===== config.mk =====
export PLATFORM = sky130hd
export DESIGN_NAME = dmem_ctrl
export DESIGN_NICKNAME = d
export VERILOG_FILES = /design/src/logic/coh_pkg.sv /design/src/logic/dmem_pkg.sv /design/src/logic/coh_decode.sv /design/src/logic/dmem_ctrl.sv /design/src/logic/mshr_issue.sv /design/src/logic/mshr_response.sv
export SDC_FILE = /design/constraint.sdc
export NUM_CORES = 1
export LEC_CHECK = 0
export ABC_AREA = 1
export BUFFER_PORTS_ARGS = -buffer_cell sky130_fd_sc_hd__clkbuf_2
export CAP_MARGIN = 20
export CORE_UTILIZATION = 25
export CTS_CLUSTER_DIAMETER = 80
export DETAILED_ROUTE_END_ITERATION = 12
export PLACE_DENSITY = 0.5
export REMOVE_ABC_BUFFERS = 1
export SKIP_CTS_REPAIR_TIMING = 1
export SKIP_LAST_GASP = 1
export SLEW_MARGIN = 40
export SYNTH_ARGS = -nofsm -noshare
export SYNTH_HDL_FRONTEND = slang
export SYNTH_SLANG_ARGS = --single-unit

===== constraint.sdc =====
create_clock -name clk -period 3.35 [get_ports clk]
set_input_delay 0.335 -clock clk [delete_from_list [all_inputs] [get_ports clk]]
set_output_delay 0.335 -clock clk [all_outputs]
set_load 0.02 [all_outputs]

===== src/logic/coh_pkg.sv =====
// Coherence definitions package
// Bus request messages and directory line states for the
// memory-side MSI controller. The decoder, the top level and
// the testbench share these encodings.

package coh_pkg;

	// --------------------
	// bus request messages
	// --------------------

	// MSG_NONE marks an idle request slot
	typedef enum logic [1:0] {
		MSG_NONE = 2'd0,
		GET_S    = 2'd1,
		GET_M    = 2'd2,
		PUT_M    = 2'd3
	} coh_msg_e;

	// --------------------
	// directory line states
	// --------------------

	// memory owns the line in I, shares it in S, a cache owns it in M
	typedef enum logic [1:0] {
		ST_I = 2'd0,
		ST_S = 2'd1,
		ST_M = 2'd2
	} line_state_e;

endpackage


===== src/logic/dmem_pkg.sv =====
// Data memory side package
// Widths of line addresses, data words, bus queue pointers and
// memory tags, plus the command encoding sent to the tagged
// variable-latency data memory.

package dmem_pkg;

	// --------------------
	// widths
	// --------------------

	// one 64-bit word per line
	localparam int LINE_ADDR_W = 6;
	localparam int NUM_LINES   = 1 << LINE_ADDR_W;
	localparam int WORD_W      = 64;

	// bus response queue pointer
	localparam int PTR_W       = 3;

	// memory transaction tag, zero means no transaction
	localparam int TAG_W       = 4;
	localparam logic [TAG_W-1:0] TAG_NONE = '0;

	// --------------------
	// memory commands
	// --------------------

	typedef enum logic [1:0] {
		CMD_NONE  = 2'd0,
		CMD_LOAD  = 2'd1,
		CMD_STORE = 2'd2
	} dmem_cmd_e;

endpackage


===== src/logic/coh_decode.sv =====
// Coherence request decoder
// Holds the directory state (I, S or M) of every line and applies
// the MSI decision table to the line addressed by the current bus
// request. Acks are decided in the same cycle; the state table and
// any new issue queue entry are written at the next rising edge.

`timescale 1ns/1ps

module coh_decode (
	input  logic                           clk,
	input  logic                           rst,

	// bus request
	input  coh_pkg::coh_msg_e              bus_req_msg_i,
	input  logic [dmem_pkg::LINE_ADDR_W-1:0] bus_req_addr_i,

	// issue queue status
	input  logic                           iss_full_i,
	input  logic                           dmem_accept_i,

	output logic                           bus_req_ack_o,
	output logic                           alloc_o,
	output dmem_pkg::dmem_cmd_e            alloc_cmd_o
);

	import coh_pkg::*;
	import dmem_pkg::*;

	// directory state per line
	line_state_e state_r [NUM_LINES];

	line_state_e cur_state;
	line_state_e nxt_state;
	logic        stall;

	assign cur_state = state_r[bus_req_addr_i];

	// a full queue still takes an entry if the head leaves this cycle
	assign stall = iss_full_i && !dmem_accept_i;

	// --------------------
	// decision table
	// --------------------

	always_comb begin
		bus_req_ack_o = 1'b0;
		alloc_o       = 1'b0;
		alloc_cmd_o   = CMD_NONE;
		nxt_state     = cur_state;
		case (cur_state)
			ST_I: begin
				if (bus_req_msg_i == GET_S) begin
					// memory supplies the data
					bus_req_ack_o = !stall;
					alloc_o       = !stall;
					alloc_cmd_o   = CMD_LOAD;
					nxt_state     = ST_S;
				end else if (bus_req_msg_i == GET_M) begin
					bus_req_ack_o = 1'b1;
					nxt_state     = ST_M;
				end
			end
			ST_S: begin
				if (bus_req_msg_i == GET_M) begin
					bus_req_ack_o = 1'b1;
					nxt_state     = ST_M;
				end
			end
			ST_M: begin
				// owner writes the line back, entry waits for its data
				if (bus_req_msg_i == PUT_M) begin
					bus_req_ack_o = !stall;
					alloc_o       = !stall;
					alloc_cmd_o   = CMD_STORE;
					nxt_state     = ST_I;
				end else if (bus_req_msg_i == GET_S) begin
					bus_req_ack_o = !stall;
					alloc_o       = !stall;
					alloc_cmd_o   = CMD_STORE;
					nxt_state     = ST_S;
				end
			end
			default: begin
				nxt_state = cur_state;
			end
		endcase
	end

	// --------------------
	// state table
	// --------------------

	always_ff @(posedge clk) begin
		if (rst) begin
			for (int i = 0; i < NUM_LINES; i++) begin
				state_r[i] <= ST_I;
			end
		end else if (bus_req_ack_o) begin
			state_r[bus_req_addr_i] <= nxt_state;
		end
	end

endmodule


===== src/logic/dmem_ctrl.sv =====
// Memory-side coherence controller
// Tracks MSI directory state for every line, acks bus requests,
// queues loads and write-backs towards a tagged data memory and
// returns load data to the bus with its response queue pointer.

`timescale 1ns/1ps

module dmem_ctrl #(
	parameter int MSHR_NUM = 4
) (
	input  logic                             clk,
	input  logic                             rst,

	// bus requests
	input  coh_pkg::coh_msg_e                bus_req_msg_i,
	input  logic [dmem_pkg::LINE_ADDR_W-1:0] bus_req_addr_i,
	input  logic [dmem_pkg::PTR_W-1:0]       bus_req_ptr_i,
	output logic                             bus_req_ack_o,

	// bus write-back
	input  logic                             bus_wb_vld_i,
	input  logic [dmem_pkg::LINE_ADDR_W-1:0] bus_wb_addr_i,
	input  logic [dmem_pkg::WORD_W-1:0]      bus_wb_data_i,

	// bus data response
	output logic                             bus_rsp_vld_o,
	output logic [dmem_pkg::PTR_W-1:0]       bus_rsp_ptr_o,
	output logic [dmem_pkg::WORD_W-1:0]      bus_rsp_data_o,

	// data memory
	output dmem_pkg::dmem_cmd_e              dmem_cmd_o,
	output logic [dmem_pkg::LINE_ADDR_W-1:0] dmem_addr_o,
	output logic [dmem_pkg::WORD_W-1:0]      dmem_data_o,
	input  logic [dmem_pkg::TAG_W-1:0]       dmem_resp_tag_i,
	input  logic [dmem_pkg::TAG_W-1:0]       dmem_ret_tag_i,
	input  logic [dmem_pkg::WORD_W-1:0]      dmem_data_i
);

	import dmem_pkg::*;

	logic             iss_full;
	logic             dmem_accept;
	logic             alloc;
	dmem_cmd_e        alloc_cmd;
	logic             rsp_stall;
	logic             push;
	logic [TAG_W-1:0] push_tag;
	logic [PTR_W-1:0] push_ptr;

	coh_decode coh_decode_i (
		.clk            (clk),
		.rst            (rst),
		.bus_req_msg_i  (bus_req_msg_i),
		.bus_req_addr_i (bus_req_addr_i),
		.iss_full_i     (iss_full),
		.dmem_accept_i  (dmem_accept),
		.bus_req_ack_o  (bus_req_ack_o),
		.alloc_o        (alloc),
		.alloc_cmd_o    (alloc_cmd)
	);

	// request address and pointer go straight into the new entry
	mshr_issue #(
		.MSHR_NUM (MSHR_NUM)
	) mshr_issue_i (
		.clk             (clk),
		.rst             (rst),
		.alloc_i         (alloc),
		.alloc_cmd_i     (alloc_cmd),
		.alloc_addr_i    (bus_req_addr_i),
		.alloc_ptr_i     (bus_req_ptr_i),
		.bus_wb_vld_i    (bus_wb_vld_i),
		.bus_wb_addr_i   (bus_wb_addr_i),
		.bus_wb_data_i   (bus_wb_data_i),
		.rsp_stall_i     (rsp_stall),
		.dmem_resp_tag_i (dmem_resp_tag_i),
		.full_o          (iss_full),
		.dmem_accept_o   (dmem_accept),
		.dmem_cmd_o      (dmem_cmd_o),
		.dmem_addr_o     (dmem_addr_o),
		.dmem_data_o     (dmem_data_o),
		.push_o          (push),
		.push_tag_o      (push_tag),
		.push_ptr_o      (push_ptr)
	);

	mshr_response #(
		.MSHR_NUM (MSHR_NUM)
	) mshr_response_i (
		.clk            (clk),
		.rst            (rst),
		.push_i         (push),
		.push_tag_i     (push_tag),
		.push_ptr_i     (push_ptr),
		.dmem_ret_tag_i (dmem_ret_tag_i),
		.dmem_data_i    (dmem_data_i),
		.rsp_stall_o    (rsp_stall),
		.bus_rsp_vld_o  (bus_rsp_vld_o),
		.bus_rsp_ptr_o  (bus_rsp_ptr_o),
		.bus_rsp_data_o (bus_rsp_data_o)
	);

endmodule


===== src/logic/mshr_issue.sv =====
// Memory issue queue
// Circular queue of load and store entries waiting to be sent to
// the data memory. Loads enter ready; stores wait until the owning
// cache writes the line back. The head entry drives the memory
// command, leaves when memory returns a nonzero tag, and accepted
// loads are handed to the response queue with their bus pointer.

`timescale 1ns/1ps

module mshr_issue #(
	parameter int MSHR_NUM = 4
) (
	input  logic                             clk,
	input  logic                             rst,

	// allocation from the decoder
	input  logic                             alloc_i,
	input  dmem_pkg::dmem_cmd_e              alloc_cmd_i,
	input  logic [dmem_pkg::LINE_ADDR_W-1:0] alloc_addr_i,
	input  logic [dmem_pkg::PTR_W-1:0]       alloc_ptr_i,

	// write-back data from the bus
	input  logic                             bus_wb_vld_i,
	input  logic [dmem_pkg::LINE_ADDR_W-1:0] bus_wb_addr_i,
	input  logic [dmem_pkg::WORD_W-1:0]      bus_wb_data_i,

	input  logic                             rsp_stall_i,
	input  logic [dmem_pkg::TAG_W-1:0]       dmem_resp_tag_i,

	output logic                             full_o,
	output logic                             dmem_accept_o,
	output dmem_pkg::dmem_cmd_e              dmem_cmd_o,
	output logic [dmem_pkg::LINE_ADDR_W-1:0] dmem_addr_o,
	output logic [dmem_pkg::WORD_W-1:0]      dmem_data_o,

	// accepted load to the response queue
	output logic                             push_o,
	output logic [dmem_pkg::TAG_W-1:0]       push_tag_o,
	output logic [dmem_pkg::PTR_W-1:0]       push_ptr_o
);

	import dmem_pkg::*;

	localparam int IDX_W = (MSHR_NUM > 1) ? $clog2(MSHR_NUM) : 1;
	localparam logic [IDX_W-1:0] LAST_IDX = IDX_W'(MSHR_NUM - 1);

	// entry state
	logic [MSHR_NUM-1:0] vld_r;
	logic [MSHR_NUM-1:0] rdy_r;

	// entry payload
	dmem_cmd_e              cmd_r  [MSHR_NUM];
	logic [LINE_ADDR_W-1:0] addr_r [MSHR_NUM];
	logic [WORD_W-1:0]      data_r [MSHR_NUM];
	logic [PTR_W-1:0]       ptr_r  [MSHR_NUM];

	logic [IDX_W-1:0] head_r;
	logic             head_wrap_r;
	logic [IDX_W-1:0] tail_r;
	logic             tail_wrap_r;

	logic                issue_en;
	logic [MSHR_NUM-1:0] wb_hit;

	// --------------------
	// head command
	// --------------------

	assign full_o   = (head_wrap_r != tail_wrap_r) && (head_r == tail_r);
	assign issue_en = vld_r[head_r] && rdy_r[head_r] && !rsp_stall_i;

	assign dmem_cmd_o    = issue_en ? cmd_r[head_r] : CMD_NONE;
	assign dmem_addr_o   = addr_r[head_r];
	assign dmem_data_o   = data_r[head_r];
	assign dmem_accept_o = issue_en && (dmem_resp_tag_i != TAG_NONE);

	// only loads expect data back
	assign push_o     = dmem_accept_o && (cmd_r[head_r] == CMD_LOAD);
	assign push_tag_o = dmem_resp_tag_i;
	assign push_ptr_o = ptr_r[head_r];

	// every waiting entry of the written-back line takes the data
	always_comb begin
		for (int i = 0; i < MSHR_NUM; i++) begin
			wb_hit[i] = bus_wb_vld_i && vld_r[i] && (addr_r[i] == bus_wb_addr_i);
		end
	end

	// --------------------
	// control state
	// --------------------

	always_ff @(posedge clk) begin
		if (rst) begin
			vld_r       <= '0;
			rdy_r       <= '0;
			head_r      <= '0;
			head_wrap_r <= 1'b0;
			tail_r      <= '0;
			tail_wrap_r <= 1'b0;
		end else begin
			rdy_r <= rdy_r | wb_hit;
			if (dmem_accept_o) begin
				vld_r[head_r] <= 1'b0;
				rdy_r[head_r] <= 1'b0;
				if (head_r == LAST_IDX) begin
					head_r      <= '0;
					head_wrap_r <= !head_wrap_r;
				end else begin
					head_r <= head_r + 1'b1;
				end
			end
			// alloc after pop, a full queue reuses the freed head slot
			if (alloc_i) begin
				vld_r[tail_r] <= 1'b1;
				rdy_r[tail_r] <= (alloc_cmd_i == CMD_LOAD);
				if (tail_r == LAST_IDX) begin
					tail_r      <= '0;
					tail_wrap_r <= !tail_wrap_r;
				end else begin
					tail_r <= tail_r + 1'b1;
				end
			end
		end
	end

	// --------------------
	// payload
	// --------------------

	always_ff @(posedge clk) begin
		for (int i = 0; i < MSHR_NUM; i++) begin
			if (wb_hit[i]) begin
				data_r[i] <= bus_wb_data_i;
			end
		end
		if (alloc_i) begin
			cmd_r[tail_r]  <= alloc_cmd_i;
			addr_r[tail_r] <= alloc_addr_i;
			data_r[tail_r] <= '0;
			ptr_r[tail_r]  <= alloc_ptr_i;
		end
	end

endmodule


===== src/logic/mshr_response.sv =====
// Memory response queue
// Circular queue of tag and bus pointer pairs for loads accepted
// by memory. Memory returns in accept order, so only the head tag
// is compared. A match returns the word to the bus with its
// pointer and pops the head at the next edge.

`timescale 1ns/1ps

module mshr_response #(
	parameter int MSHR_NUM = 4
) (
	input  logic                        clk,
	input  logic                        rst,

	// accepted load from the issue queue
	input  logic                        push_i,
	input  logic [dmem_pkg::TAG_W-1:0]  push_tag_i,
	input  logic [dmem_pkg::PTR_W-1:0]  push_ptr_i,

	// memory return
	input  logic [dmem_pkg::TAG_W-1:0]  dmem_ret_tag_i,
	input  logic [dmem_pkg::WORD_W-1:0] dmem_data_i,

	output logic                        rsp_stall_o,
	output logic                        bus_rsp_vld_o,
	output logic [dmem_pkg::PTR_W-1:0]  bus_rsp_ptr_o,
	output logic [dmem_pkg::WORD_W-1:0] bus_rsp_data_o
);

	import dmem_pkg::*;

	localparam int IDX_W = (MSHR_NUM > 1) ? $clog2(MSHR_NUM) : 1;
	localparam logic [IDX_W-1:0] LAST_IDX = IDX_W'(MSHR_NUM - 1);

	logic [TAG_W-1:0] tag_r [MSHR_NUM];
	logic [PTR_W-1:0] ptr_r [MSHR_NUM];

	logic [IDX_W-1:0] head_r;
	logic             head_wrap_r;
	logic [IDX_W-1:0] tail_r;
	logic             tail_wrap_r;

	logic empty;
	logic full;
	logic ret_hit;

	assign empty = (head_wrap_r == tail_wrap_r) && (head_r == tail_r);
	assign full  = (head_wrap_r != tail_wrap_r) && (head_r == tail_r);

	// head tag match, ignore tag 0
	assign ret_hit = !empty && (dmem_ret_tag_i != TAG_NONE) &&
		(dmem_ret_tag_i == tag_r[head_r]);

	// a return this cycle frees a slot for the next push
	assign rsp_stall_o = full && !ret_hit;

	assign bus_rsp_vld_o  = ret_hit;
	assign bus_rsp_ptr_o  = ptr_r[head_r];
	assign bus_rsp_data_o = dmem_data_i;

	// --------------------
	// pointers
	// --------------------

	always_ff @(posedge clk) begin
		if (rst) begin
			head_r      <= '0;
			head_wrap_r <= 1'b0;
			tail_r      <= '0;
			tail_wrap_r <= 1'b0;
		end else begin
			if (ret_hit) begin
				if (head_r == LAST_IDX) begin
					head_r      <= '0;
					head_wrap_r <= !head_wrap_r;
				end else begin
					head_r <= head_r + 1'b1;
				end
			end
			if (push_i) begin
				if (tail_r == LAST_IDX) begin
					tail_r      <= '0;
					tail_wrap_r <= !tail_wrap_r;
				end else begin
					tail_r <= tail_r + 1'b1;
				end
			end
		end
	end

	// tag and pointer slots
	always_ff @(posedge clk) begin
		if (push_i) begin
			tag_r[tail_r] <= push_tag_i;
			ptr_r[tail_r] <= push_ptr_i;
		end
	end

endmodule


==> impl_metrics.env, run 1 <==
export IMPL_ir_drop_mv=0.388
export IMPL_timing_rr_end="coh_decode_i.state_r[39][0]$_SDFFCE_PN0P_"
export IMPL_cts_tree="built"
export IMPL_fillCellCount=9874
export IMPL_ys_async_sr_fraction=0
export IMPL_leakage_nw=12.8
export IMPL_multi_input_comb_area_mm2=0.00884
export IMPL_maxCapViolCount=0
export IMPL_cts_clk_slew_worst_paths_ps=60
export IMPL_ios=297
export IMPL_die_x_um=307
export IMPL_yosysUniqueCellTypes=43
export IMPL_setup_violations=0
export IMPL_finalMaxSlewViolations=0
export IMPL_worst_pin_slew_ps=758
export IMPL_core_mm2=0.0921
export IMPL_seq_area_mm2=0.0116
export IMPL_cts_sinks=480
export IMPL_power_density_mw_per_mm2=574
export IMPL_synth_main_ff_cell="dfxtp_1"
export IMPL_final_util=0.298
export IMPL_report_power_total_mw=15.7
export IMPL_rsz0062_at_grt="no"
export IMPL_cpMostUsedCell="nand2_1"
export IMPL_wl_per_cell_um=17.0
export IMPL_path_cells="buf_4 -> nand2_1 -> nand3_1 -> nand2_1 -> nand2_1 -> nand2_1 -> nor2_1 -> nand3_2 -> nand2_1 -> nand3b_1 -> nand2_2 -> nand2_4 -> nand2_8 -> buf_12 -> clkbuf_2"
export IMPL_h_tree_depth=2
export IMPL_crit_path_end_kind="output pin"
export IMPL_worstPathRequired_ps=3010
export IMPL_final_hold_viol_count=0
export IMPL_gr_total_overflow=0
export IMPL_drive_gt1_frac=0.132
export IMPL_syn_cell_area_mm2=0.0233
export IMPL_fp_row_count=111
export IMPL_seq_area_frac_synth=0.498
export IMPL_antenna_left=0
export IMPL_slew_headroom=0.481
export IMPL_grt_pass1_vias=18300
export IMPL_routed_wl_um=73600
export IMPL_rrSetupSlack_ps=590
export IMPL_fin_crit_sh=0.929
export IMPL_status="finished clean"
export IMPL_worstHoldStart="bus_wb_data_i[35]"
export IMPL_grt_first_pass_wirelength_um=112000
export IMPL_period_minus_slack_ps=3110
export IMPL_skew_ps=67.2
export IMPL_cpMaxStageDelayCell="dfxtp_4"
export IMPL_grt_start_max_net_pins=150
export IMPL_start_util=0.253
export IMPL_firstDrtPassIters=6
export IMPL_dr_total_vias=19400
export IMPL_io_buffers=168
export IMPL_setup_worst_path_class="reg -> out"
export IMPL_max_stage_delay_ps=410
export IMPL_cts_max_path_buffers=3
export IMPL_hpwl_um=44300
export IMPL_hold_class="in -> reg"
export IMPL_max_clock_freq_mhz=321
export IMPL_syn_to_final_growth_pct=17.6
export IMPL_antenna_found_initial=4
export IMPL_die_y_um=307
export IMPL_netlist_instances=2979
export IMPL_viasPerCell=4.50
export IMPL_grt_total_usage=0.153
export IMPL_final_common_cell="nand2_1"
export IMPL_syn_avg_cell_area_um2=7.83
export IMPL_reg2reg_depth=17
export IMPL_synth_seq_cells=480
export IMPL_first_iter_violations=1536
export IMPL_hold_worst_slack_ps=26.7
export IMPL_root_buffer="clkbuf_16"
export IMPL_nNetsFinal=3199
export IMPL_antennaDiodeCount=0
export IMPL_path_max_fanout=15
export IMPL_worstHoldPathCells=5
export IMPL_yosysWarnings=0
export IMPL_stdcell_count=4324
export IMPL_final_cell_mix="693 x nand2_1, 423 x inv_1, 389 x nor2_1"
export IMPL_cts_made_buffers=59
export IMPL_critical_path_arrival_ps=2780
export IMPL_setup_slack_ps=238
export IMPL_placedCellCount=4201
export IMPL_gp_congestion=0.804
export IMPL_fp_dieArea_mm2=0.0945
export IMPL_synth_edf_count=200
export IMPL_holdPathEnd="mshr_issue_i.data_r[1][35]$_SDFFE_PP0P_"
export IMPL_post_place_ws_ps=260
export IMPL_clock_latency_ps=670
export IMPL_drc=0
export IMPL_critPathLaunchType="flop"
==> worst max-delay path, delay by kind of cell (launching register included) <==
kind,cells,cell delay [ps]
AND/OR/NAND/NOR,12,1200
buffers and inverters,3,520
flip-flops,1,410
==> final cells by class <==
| cell class | count | share of cell area |
|---|---|---|
| clock buffer | 79 | 0.0600 |
| clock inverter | 33 | 0.0132 |
| inverter | 433 | 0.0597 |
| multi-input combinational | 1813 | 0.322 |
| sequential | 480 | 0.424 |
| tap | 1243 | 0.0567 |
| timing repair buffer | 243 | 0.0641 |
==> through the flow <==
step / cell area (um^2) / TNS [ps]
2_1_floorplan: 22000 / -1207530
3_3_place_gp: 25300 / 0
3_5_place_dp: 25300 / 0
4_1_cts: 27300 / -285
5_1_grt: 27400 / 0
6_report: 27400 / 0
==> synth_stat cells, types with 3 or more instances <==
cell type  count  area, um^2
nand2_1      694        2610
inv_1        424        1590
nor2_1       389        1460
dfxtp_1      280        5610
o21ai_0      241        1210
edfxtp_1     200        6010
o211ai_1     193        1450
clkbuf_1     123         462
o22ai_1       78         488
nand3_1       74         370
buf_4         73         548
nand3_2       46         460
buf_2         37         185
a21oi_1       21         105
buf_1         13        48.8
ha_1          13         163
nor3_1        10        50.1
xnor2_1        9        78.8
buf_6          7        78.8
inv_2          7        26.3
o21ai_1        6        30.0
xor2_1         6        52.6
a31oi_1        3        18.8
nand4_1        3        18.8
nor4_1         3        18.8
==> state kept, by name (all words and copies together) (netlist names), named ones only <==
signal and cells:
mshr_response_i.ptr_r 12, coh_decode_i.state_r 128, mshr_response_i.head_wrap_r 1, mshr_response_i.tag_r 16, mshr_response_i.head_r 2, mshr_issue_i.rdy_r 4, mshr_issue_i.data_r 256, mshr_response_i.tail_r 2
mshr_issue_i.cmd_r 8, mshr_issue_i.ptr_r 12, mshr_issue_i.vld_r 4, mshr_issue_i.tail_wrap_r 1, mshr_issue_i.tail_r 2, mshr_issue_i.addr_r 24, mshr_response_i.tail_wrap_r 1, mshr_issue_i.head_r 2
mshr_issue_i.head_wrap_r 1
==> metal layers <==
metal,part of all wire,track usage
met3,0.080,0.0447
met2,0.43,0.236
met4,0.019,0.0369
met1,0.46,0.208
met5,0.0032,0.0202
==> power breakdown <==
group	switching [mW]	leakage (nW)	internal (mW)
Clock	2.69	0.987	3.86
Combinational	2.00	7.58	0.821
Sequential	0.0914	4.24	6.28
==> worst max-delay path by stage <==
stage                      startpoint                                        end  slack (ps)  cells past startpoint
floorplan            bus_wb_addr_i[1]           mshr_issue_i.rdy_r[2]$_SDFF_PP0_       -7000                      8
global placement    bus_req_addr_i[0]  coh_decode_i.state_r[23][1]$_SDFFCE_PN0P_         280                     18
detailed placement  bus_req_addr_i[0]  coh_decode_i.state_r[23][0]$_SDFFCE_PN0P_         260                     18
CTS                              flop                              bus_req_ack_o        -280                     15
global route                     flop                              bus_req_ack_o          20                     15
finish                           flop                              bus_req_ack_o         240                     15
==> logic make-up (layout without fill, tap and decap cells) <==
family	Yosys count	count (layout)	synth area share
xor+xnor	15	15	0.00563
fa+ha+maj	13	13	0.00697
simple gates	1231	1231	0.217
buf+inv	686	788	0.126
compound gates	554	554	0.146
flops	480	480	0.498
(Power assumes the default switching activity.)
==> run 2: changes to the inputs <==
CORE_UTILIZATION = 40   (was 25)
PLACE_DENSITY = 0.68   (was 0.5)
==> impl_metrics.env, run 2 (synthesized netlist as in run 1, its figures left out) <==
export IMPL_status="complete, but fails checks"
export IMPL_violations="DRC"
export IMPL_cts_tree="built"
export IMPL_io_buffers=168
export IMPL_fillCellCount=5697
export IMPL_leakage_nw=12.6
export IMPL_fin_crit_sh=0.930
export IMPL_largest_reg_flops=256
export IMPL_grt_first_pass_wirelength_um=103000
export IMPL_cpMostUsedCell="nand2_1"
export IMPL_rrSetupSlack_ps=570
export IMPL_die_x_um=243
export IMPL_critPathLaunchType="flop"
export IMPL_period_minus_slack_ps=3120
export IMPL_path_delay_family="simple AND/OR/NAND/NOR gates"
export IMPL_worstHoldStart="bus_wb_data_i[4]"
export IMPL_setup_worst_path_class="reg -> out"
export IMPL_hold_worst_slack_ps=61.8
export IMPL_syn_to_final_growth_pct=12.9
export IMPL_root_buffer="clkbuf_16"
export IMPL_die_y_um=243
export IMPL_firstDrtPassIters=10
export IMPL_path_max_fanout=14
export IMPL_worstPathRequired_ps=3010
export IMPL_gp_congestion=0.849
export IMPL_cts_sinks=480
export IMPL_gr_usage_met1=0.300
export IMPL_cts_max_path_buffers=3
export IMPL_grtUsageMet2=0.338
export IMPL_setup_violations=0
export IMPL_grt_total_usage=0.219
export IMPL_gr_total_overflow=0
export IMPL_clock_latency_ps=630
export IMPL_first_iter_violations=1501
export IMPL_cts_made_buffers=51
export IMPL_cts_clk_slew_worst_paths_ps=70
export IMPL_slew_headroom=0.501
export IMPL_timing_rr_end="coh_decode_i.state_r[1][1]$_SDFFCE_PN0P_"
export IMPL_worstHoldPathCells=5
export IMPL_routed_wl_um=65800
export IMPL_hpwl_um=40300
export IMPL_dr_total_vias=19500
export IMPL_fp_dieArea_mm2=0.0593
export IMPL_final_cell_mix="693 x nand2_1, 423 x inv_1, 389 x nor2_1"
export IMPL_start_util=0.404
export IMPL_post_place_ws_ps=268
export IMPL_h_tree_depth=2
export IMPL_final_common_cell="nand2_1"
export IMPL_holdPathEnd="mshr_issue_i.data_r[3][4]$_SDFFE_PP0P_"
export IMPL_nNetsFinal=3177
export IMPL_fp_row_count=88
export IMPL_antenna_left=0
export IMPL_max_stage_delay_ps=370
export IMPL_grt_pass1_vias=18200
export IMPL_maxCapViolCount=0
export IMPL_cpMaxStageDelayCell="edfxtp_1"
export IMPL_drc=1
export IMPL_hold_class="in -> reg"
export IMPL_largest_registers="mshr_issue_i.data_r x256, coh_decode_i.state_r x128, mshr_issue_i.addr_r x24"
export IMPL_grt_busiest_layer="met2"
export IMPL_ir_drop_mv=0.463
export IMPL_reg2reg_from="coh_decode_i.state_r[26][0]$_SDFFCE_PN0P_"
export IMPL_path_buf_inv=2
export IMPL_worst_pin_slew_ps=730
export IMPL_final_util=0.457
export IMPL_antenna_found_initial=4
export IMPL_crit_path_end_kind="output pin"
export IMPL_drive_gt1_frac=0.123
export IMPL_grt_start_max_net_pins=130
export IMPL_critical_path_arrival_ps=2780
export IMPL_power_density_mw_per_mm2=564
export IMPL_setup_slack_ps=234
export IMPL_skew_ps=50.9
export IMPL_wl_per_cell_um=17.2
export IMPL_core_mm2=0.0577
export IMPL_ios=297
export IMPL_grt_util_met3=0.0616
export IMPL_final_hold_viol_count=0
export IMPL_rsz0062_at_grt="no"
export IMPL_tns_ps=0
export IMPL_max_clock_freq_mhz=321
export IMPL_viasPerCell=5.11
export IMPL_reg2reg_depth=15
export IMPL_largest_register="mshr_issue_i.data_r"
export IMPL_finalMaxSlewViolations=0
export IMPL_path_cells="or2_2 -> nand3_1 -> nand2_1 -> o21ai_0 -> nand2_1 -> nor2_1 -> nand2_1 -> nor2_1 -> nand2_1 -> nand2_4 -> nand2_4 -> nand2_2 -> buf_12 -> buf_2"
==> run 2: how the worst max path moves through the flow <==
stage                                              startpoint  slack, ps                                       end  depth (start not counted)
floorplan                                    bus_wb_addr_i[1]      -7000          mshr_issue_i.rdy_r[2]$_SDFF_PP0_                          8
CTS                                                      flop         50                             bus_req_ack_o                         15
detailed placement                          bus_req_addr_i[0]        270  coh_decode_i.state_r[2][0]$_SDFFCE_PN0P_                         18
global route        coh_decode_i.state_r[26][0]$_SDFFCE_PN0P_          1                             bus_req_ack_o                         14
finish              coh_decode_i.state_r[26][0]$_SDFFCE_PN0P_        230                             bus_req_ack_o                         14
global placement                            bus_req_addr_i[0]        320  coh_decode_i.state_r[2][1]$_SDFFCE_PN0P_                         18
==> run 2: through the flow <==
| stage | cell area [um^2] | power, mW | cells |
|---|---|---|---|
| 2_1_floorplan | 22000 | 8.07 | 2726 |
| 3_3_place_gp | 24500 | 9.12 | 3713 |
| 3_5_place_dp | 24500 | 9.12 | 3713 |
| 4_1_cts | 26200 | 14.9 | 3808 |
| 5_1_grt | 26300 | 15.4 | 3816 |
| 6_report | 26300 | 14.9 | 3816 |
==> run 2: worst register-to-register path: cells and delay by family, from the launching register on <==
family / cells / cell delay (ps)
compound gates: 1 / 210
buf+inv: 1 / 320
simple gates: 13 / 1560
flops: 1 / 370
==> run 2: per-layer routing <==
layer | up-vias | share of wire
met2 | 681 | 0.44
met1 | 9073 | 0.44
met4 | 12 | 0.021
met3 | 107 | 0.093
li1 | 9635 | -
met5 | - | 0.0038
==> run 2: cell type report <==
cell class	count	area (um^2)	share of cell area
diodes	1	2.50	0.0000950
clock buffers	63	1380	0.0524
clock inverters	32	360	0.0137
inverters	433	1640	0.0621
multi-input cells	1813	8830	0.335
flip-flops and latches	480	11600	0.441
well taps	765	957	0.0363
repair buffers	229	1560	0.0593
==> run 2: where the power goes <==
part | total [mW] | internal [mW] | switching, mW
sequential | 6.38 | 6.28 | 0.107
clock | 5.84 | 3.41 | 2.43
combinational | 2.64 | 0.756 | 1.88
total | 14.9 | 10.4 | 4.43
==> run 3: changes to the inputs <==
BUFFER_PORTS_ARGS = -buffer_cell sky130_fd_sc_hd__buf_2   (was -buffer_cell sky130_fd_sc_hd__clkbuf_2)
==> impl_metrics.env, run 3 (synthesized netlist as in run 1, its figures left out) <==
export IMPL_status="complete, but fails checks"
export IMPL_violations="DRC"
export IMPL_grt_total_usage=0.215
export IMPL_cts_sinks=480
export IMPL_max_clock_freq_mhz=315
export IMPL_maxCapViolCount=0
export IMPL_largest_reg_flops=256
export IMPL_clock_latency_ps=610
export IMPL_setup_worst_path_class="reg -> out"
export IMPL_ir_drop_mv=0.404
export IMPL_leakage_nw=12.6
export IMPL_hpwl_um=39300
export IMPL_core_mm2=0.0577
export IMPL_root_buffer="clkbuf_16"
export IMPL_routed_wl_met3_um=6450
export IMPL_largest_registers="mshr_issue_i.data_r x256, coh_decode_i.state_r x128, mshr_issue_i.addr_r x24"
export IMPL_io_buffers=168
export IMPL_finalMaxSlewViolations=0
export IMPL_fin_area_mm2=0.0263
export IMPL_worstPathRequired_ps=3010
export IMPL_fillCellCount=5685
export IMPL_setup_violations=0
export IMPL_gr_total_overflow=0
export IMPL_final_cell_mix="693 x nand2_1, 423 x inv_1, 389 x nor2_1"
export IMPL_die_x_um=243
export IMPL_reg2reg_depth=15
export IMPL_crit_start="coh_decode_i.state_r[26][0]$_SDFFCE_PN0P_"
export IMPL_cts_made_buffers=52
export IMPL_routed_wl_um=65200
export IMPL_critical_path_arrival_ps=2840
export IMPL_hold_worst_slack_ps=58.1
export IMPL_crit_end="bus_req_ack_o"
export IMPL_cts_max_path_buffers=3
export IMPL_multi_input_comb_area_mm2=0.00884
export IMPL_gp_congestion=0.833
export IMPL_drc=2
export IMPL_final_hold_viol_count=0
export IMPL_largest_register="mshr_issue_i.data_r"
export IMPL_nNetsFinal=3181
export IMPL_reg2reg_from="coh_decode_i.state_r[26][0]$_SDFFCE_PN0P_"
export IMPL_viasPerCell=5.11
export IMPL_slew_headroom=0.454
export IMPL_worst_pin_slew_ps=819
export IMPL_fp_row_count=88
export IMPL_grt_first_pass_wirelength_um=101000
export IMPL_rrSetupSlack_ps=610
export IMPL_drt_met1_wl_um=28800
export IMPL_place_area_mm2=0.0245
export IMPL_timing_rr_end="coh_decode_i.state_r[6][1]$_SDFFCE_PN0P_"
export IMPL_first_iter_violations=1477
export IMPL_skew_ps=41.8
export IMPL_cts_tree="built"
export IMPL_ios=297
export IMPL_die_y_um=243
export IMPL_seq_area_mm2=0.0116
export IMPL_antenna_left=0
export IMPL_dr_total_vias=19500
export IMPL_h_tree_depth=2
export IMPL_firstDrtPassIters=9
export IMPL_fin_crit_sh=0.947
export IMPL_final_common_cell="nand2_1"
export IMPL_crit_path_end_kind="output pin"
export IMPL_antenna_found_initial=7
export IMPL_critPathLaunchType="flop"
export IMPL_period_minus_slack_ps=3170
export IMPL_drive_gt1_frac=0.124
export IMPL_wl_per_cell_um=17.1
export IMPL_path_max_fanout=17
export IMPL_grt_pass1_vias=18000
export IMPL_power_density_mw_per_mm2=558
export IMPL_syn_to_final_growth_pct=12.9
export IMPL_route_met2_wl_um=28200
export IMPL_cts_clk_slew_worst_paths_ps=60
export IMPL_grt_start_max_net_pins=150
export IMPL_fp_dieArea_mm2=0.0593
export IMPL_dr_max_layer_used="met5"
export IMPL_hold_class="in -> reg"
export IMPL_start_util=0.404
-- run 3: changes by cell type in the layout (fill, tap and decap cells not counted), moves of 2 or more --
cell / before / now
diode_2: 1 / 3
clkbuf_8: 6 / 11
buf_2: 1 / 168
buf_12: 19 / 17
inv_6: 0 / 2
bufinv_16: 6 / 2
clkbuf_16: 51 / 53
clkbuf_2: 167 / 0
clkbuf_1: 6 / 9
clkinv_1: 9 / 5
buf_4: 33 / 38
-- run 3: layout make-up --
| cell class | instances | share of cell area |
|---|---|---|
| multi-input combinational | 1813 | 0.336 |
| clock buffer | 72 | 0.0564 |
| antenna | 3 | 0.000285 |
| sequential | 480 | 0.441 |
| clock inverter | 24 | 0.00850 |
| tap | 765 | 0.0363 |
| inverter | 433 | 0.0621 |
| timing repair buffer | 232 | 0.0597 |
-- run 3: through the flow --
stage          setup slack [ps]  utilization  setup TNS (ps)  std cells  power, mW
6_report                    176        0.456               0       3822       14.7
5_1_grt                   -11.1        0.456           -11.1       3821       15.3
4_1_cts                    60.0        0.454               0       3809       14.8
3_5_place_dp                290        0.424               0       3713       9.11
3_3_place_gp                297        0.424               0       3713       9.10
2_1_floorplan             -7000            -        -1207530       2726       8.07
-- run 3: worst max-delay path: stages (launching register included) --
cell      delay, ps
edfxtp_1        350
or2_2           270
nand3_1          70
nand2_1          70
o21ai_0         240
nand2_1          90
nor2_1          160
nand2_1         100
nor2_1          100
nand2_1         110
nand2_4          90
nand2_4          80
nand2_4         130
buf_12          180
buf_2           180
-- run 3: how the worst min path moves through the flow --
stage	startpoint	end	depth (start not counted)
6_report	rst	mshr_response_i.head_wrap_r$_SDFFE_PP0P_	2
5_1_grt	rst	mshr_issue_i.vld_r[2]$_SDFF_PP0_	2
2_1_floorplan	rst	mshr_issue_i.vld_r[0]$_SDFF_PP0_	1
4_1_cts	bus_req_ptr_i[0]	mshr_issue_i.ptr_r[3][0]$_DFFE_PP_	1
3_3_place_gp	mshr_issue_i.data_r[1][14]$_SDFFE_PP0P_	mshr_issue_i.data_r[1][14]$_SDFFE_PP0P_	2
3_5_place_dp	mshr_issue_i.data_r[1][0]$_SDFFE_PP0P_	mshr_issue_i.data_r[1][0]$_SDFFE_PP0P_	2
-- run 3: report_power, final --
group          internal, mW  switching, mW
Sequential             6.28         0.0967
Clock                  3.27           2.40
Combinational         0.765           1.90
-- run 3: metal layers --
metal / track usage / vias to the layer above
li1: - / 9640
met1: 0.293 / 8945
met2: 0.325 / 821
met3: 0.0623 / 119
met4: 0.0653 / 14
met5: 0.0286 / -
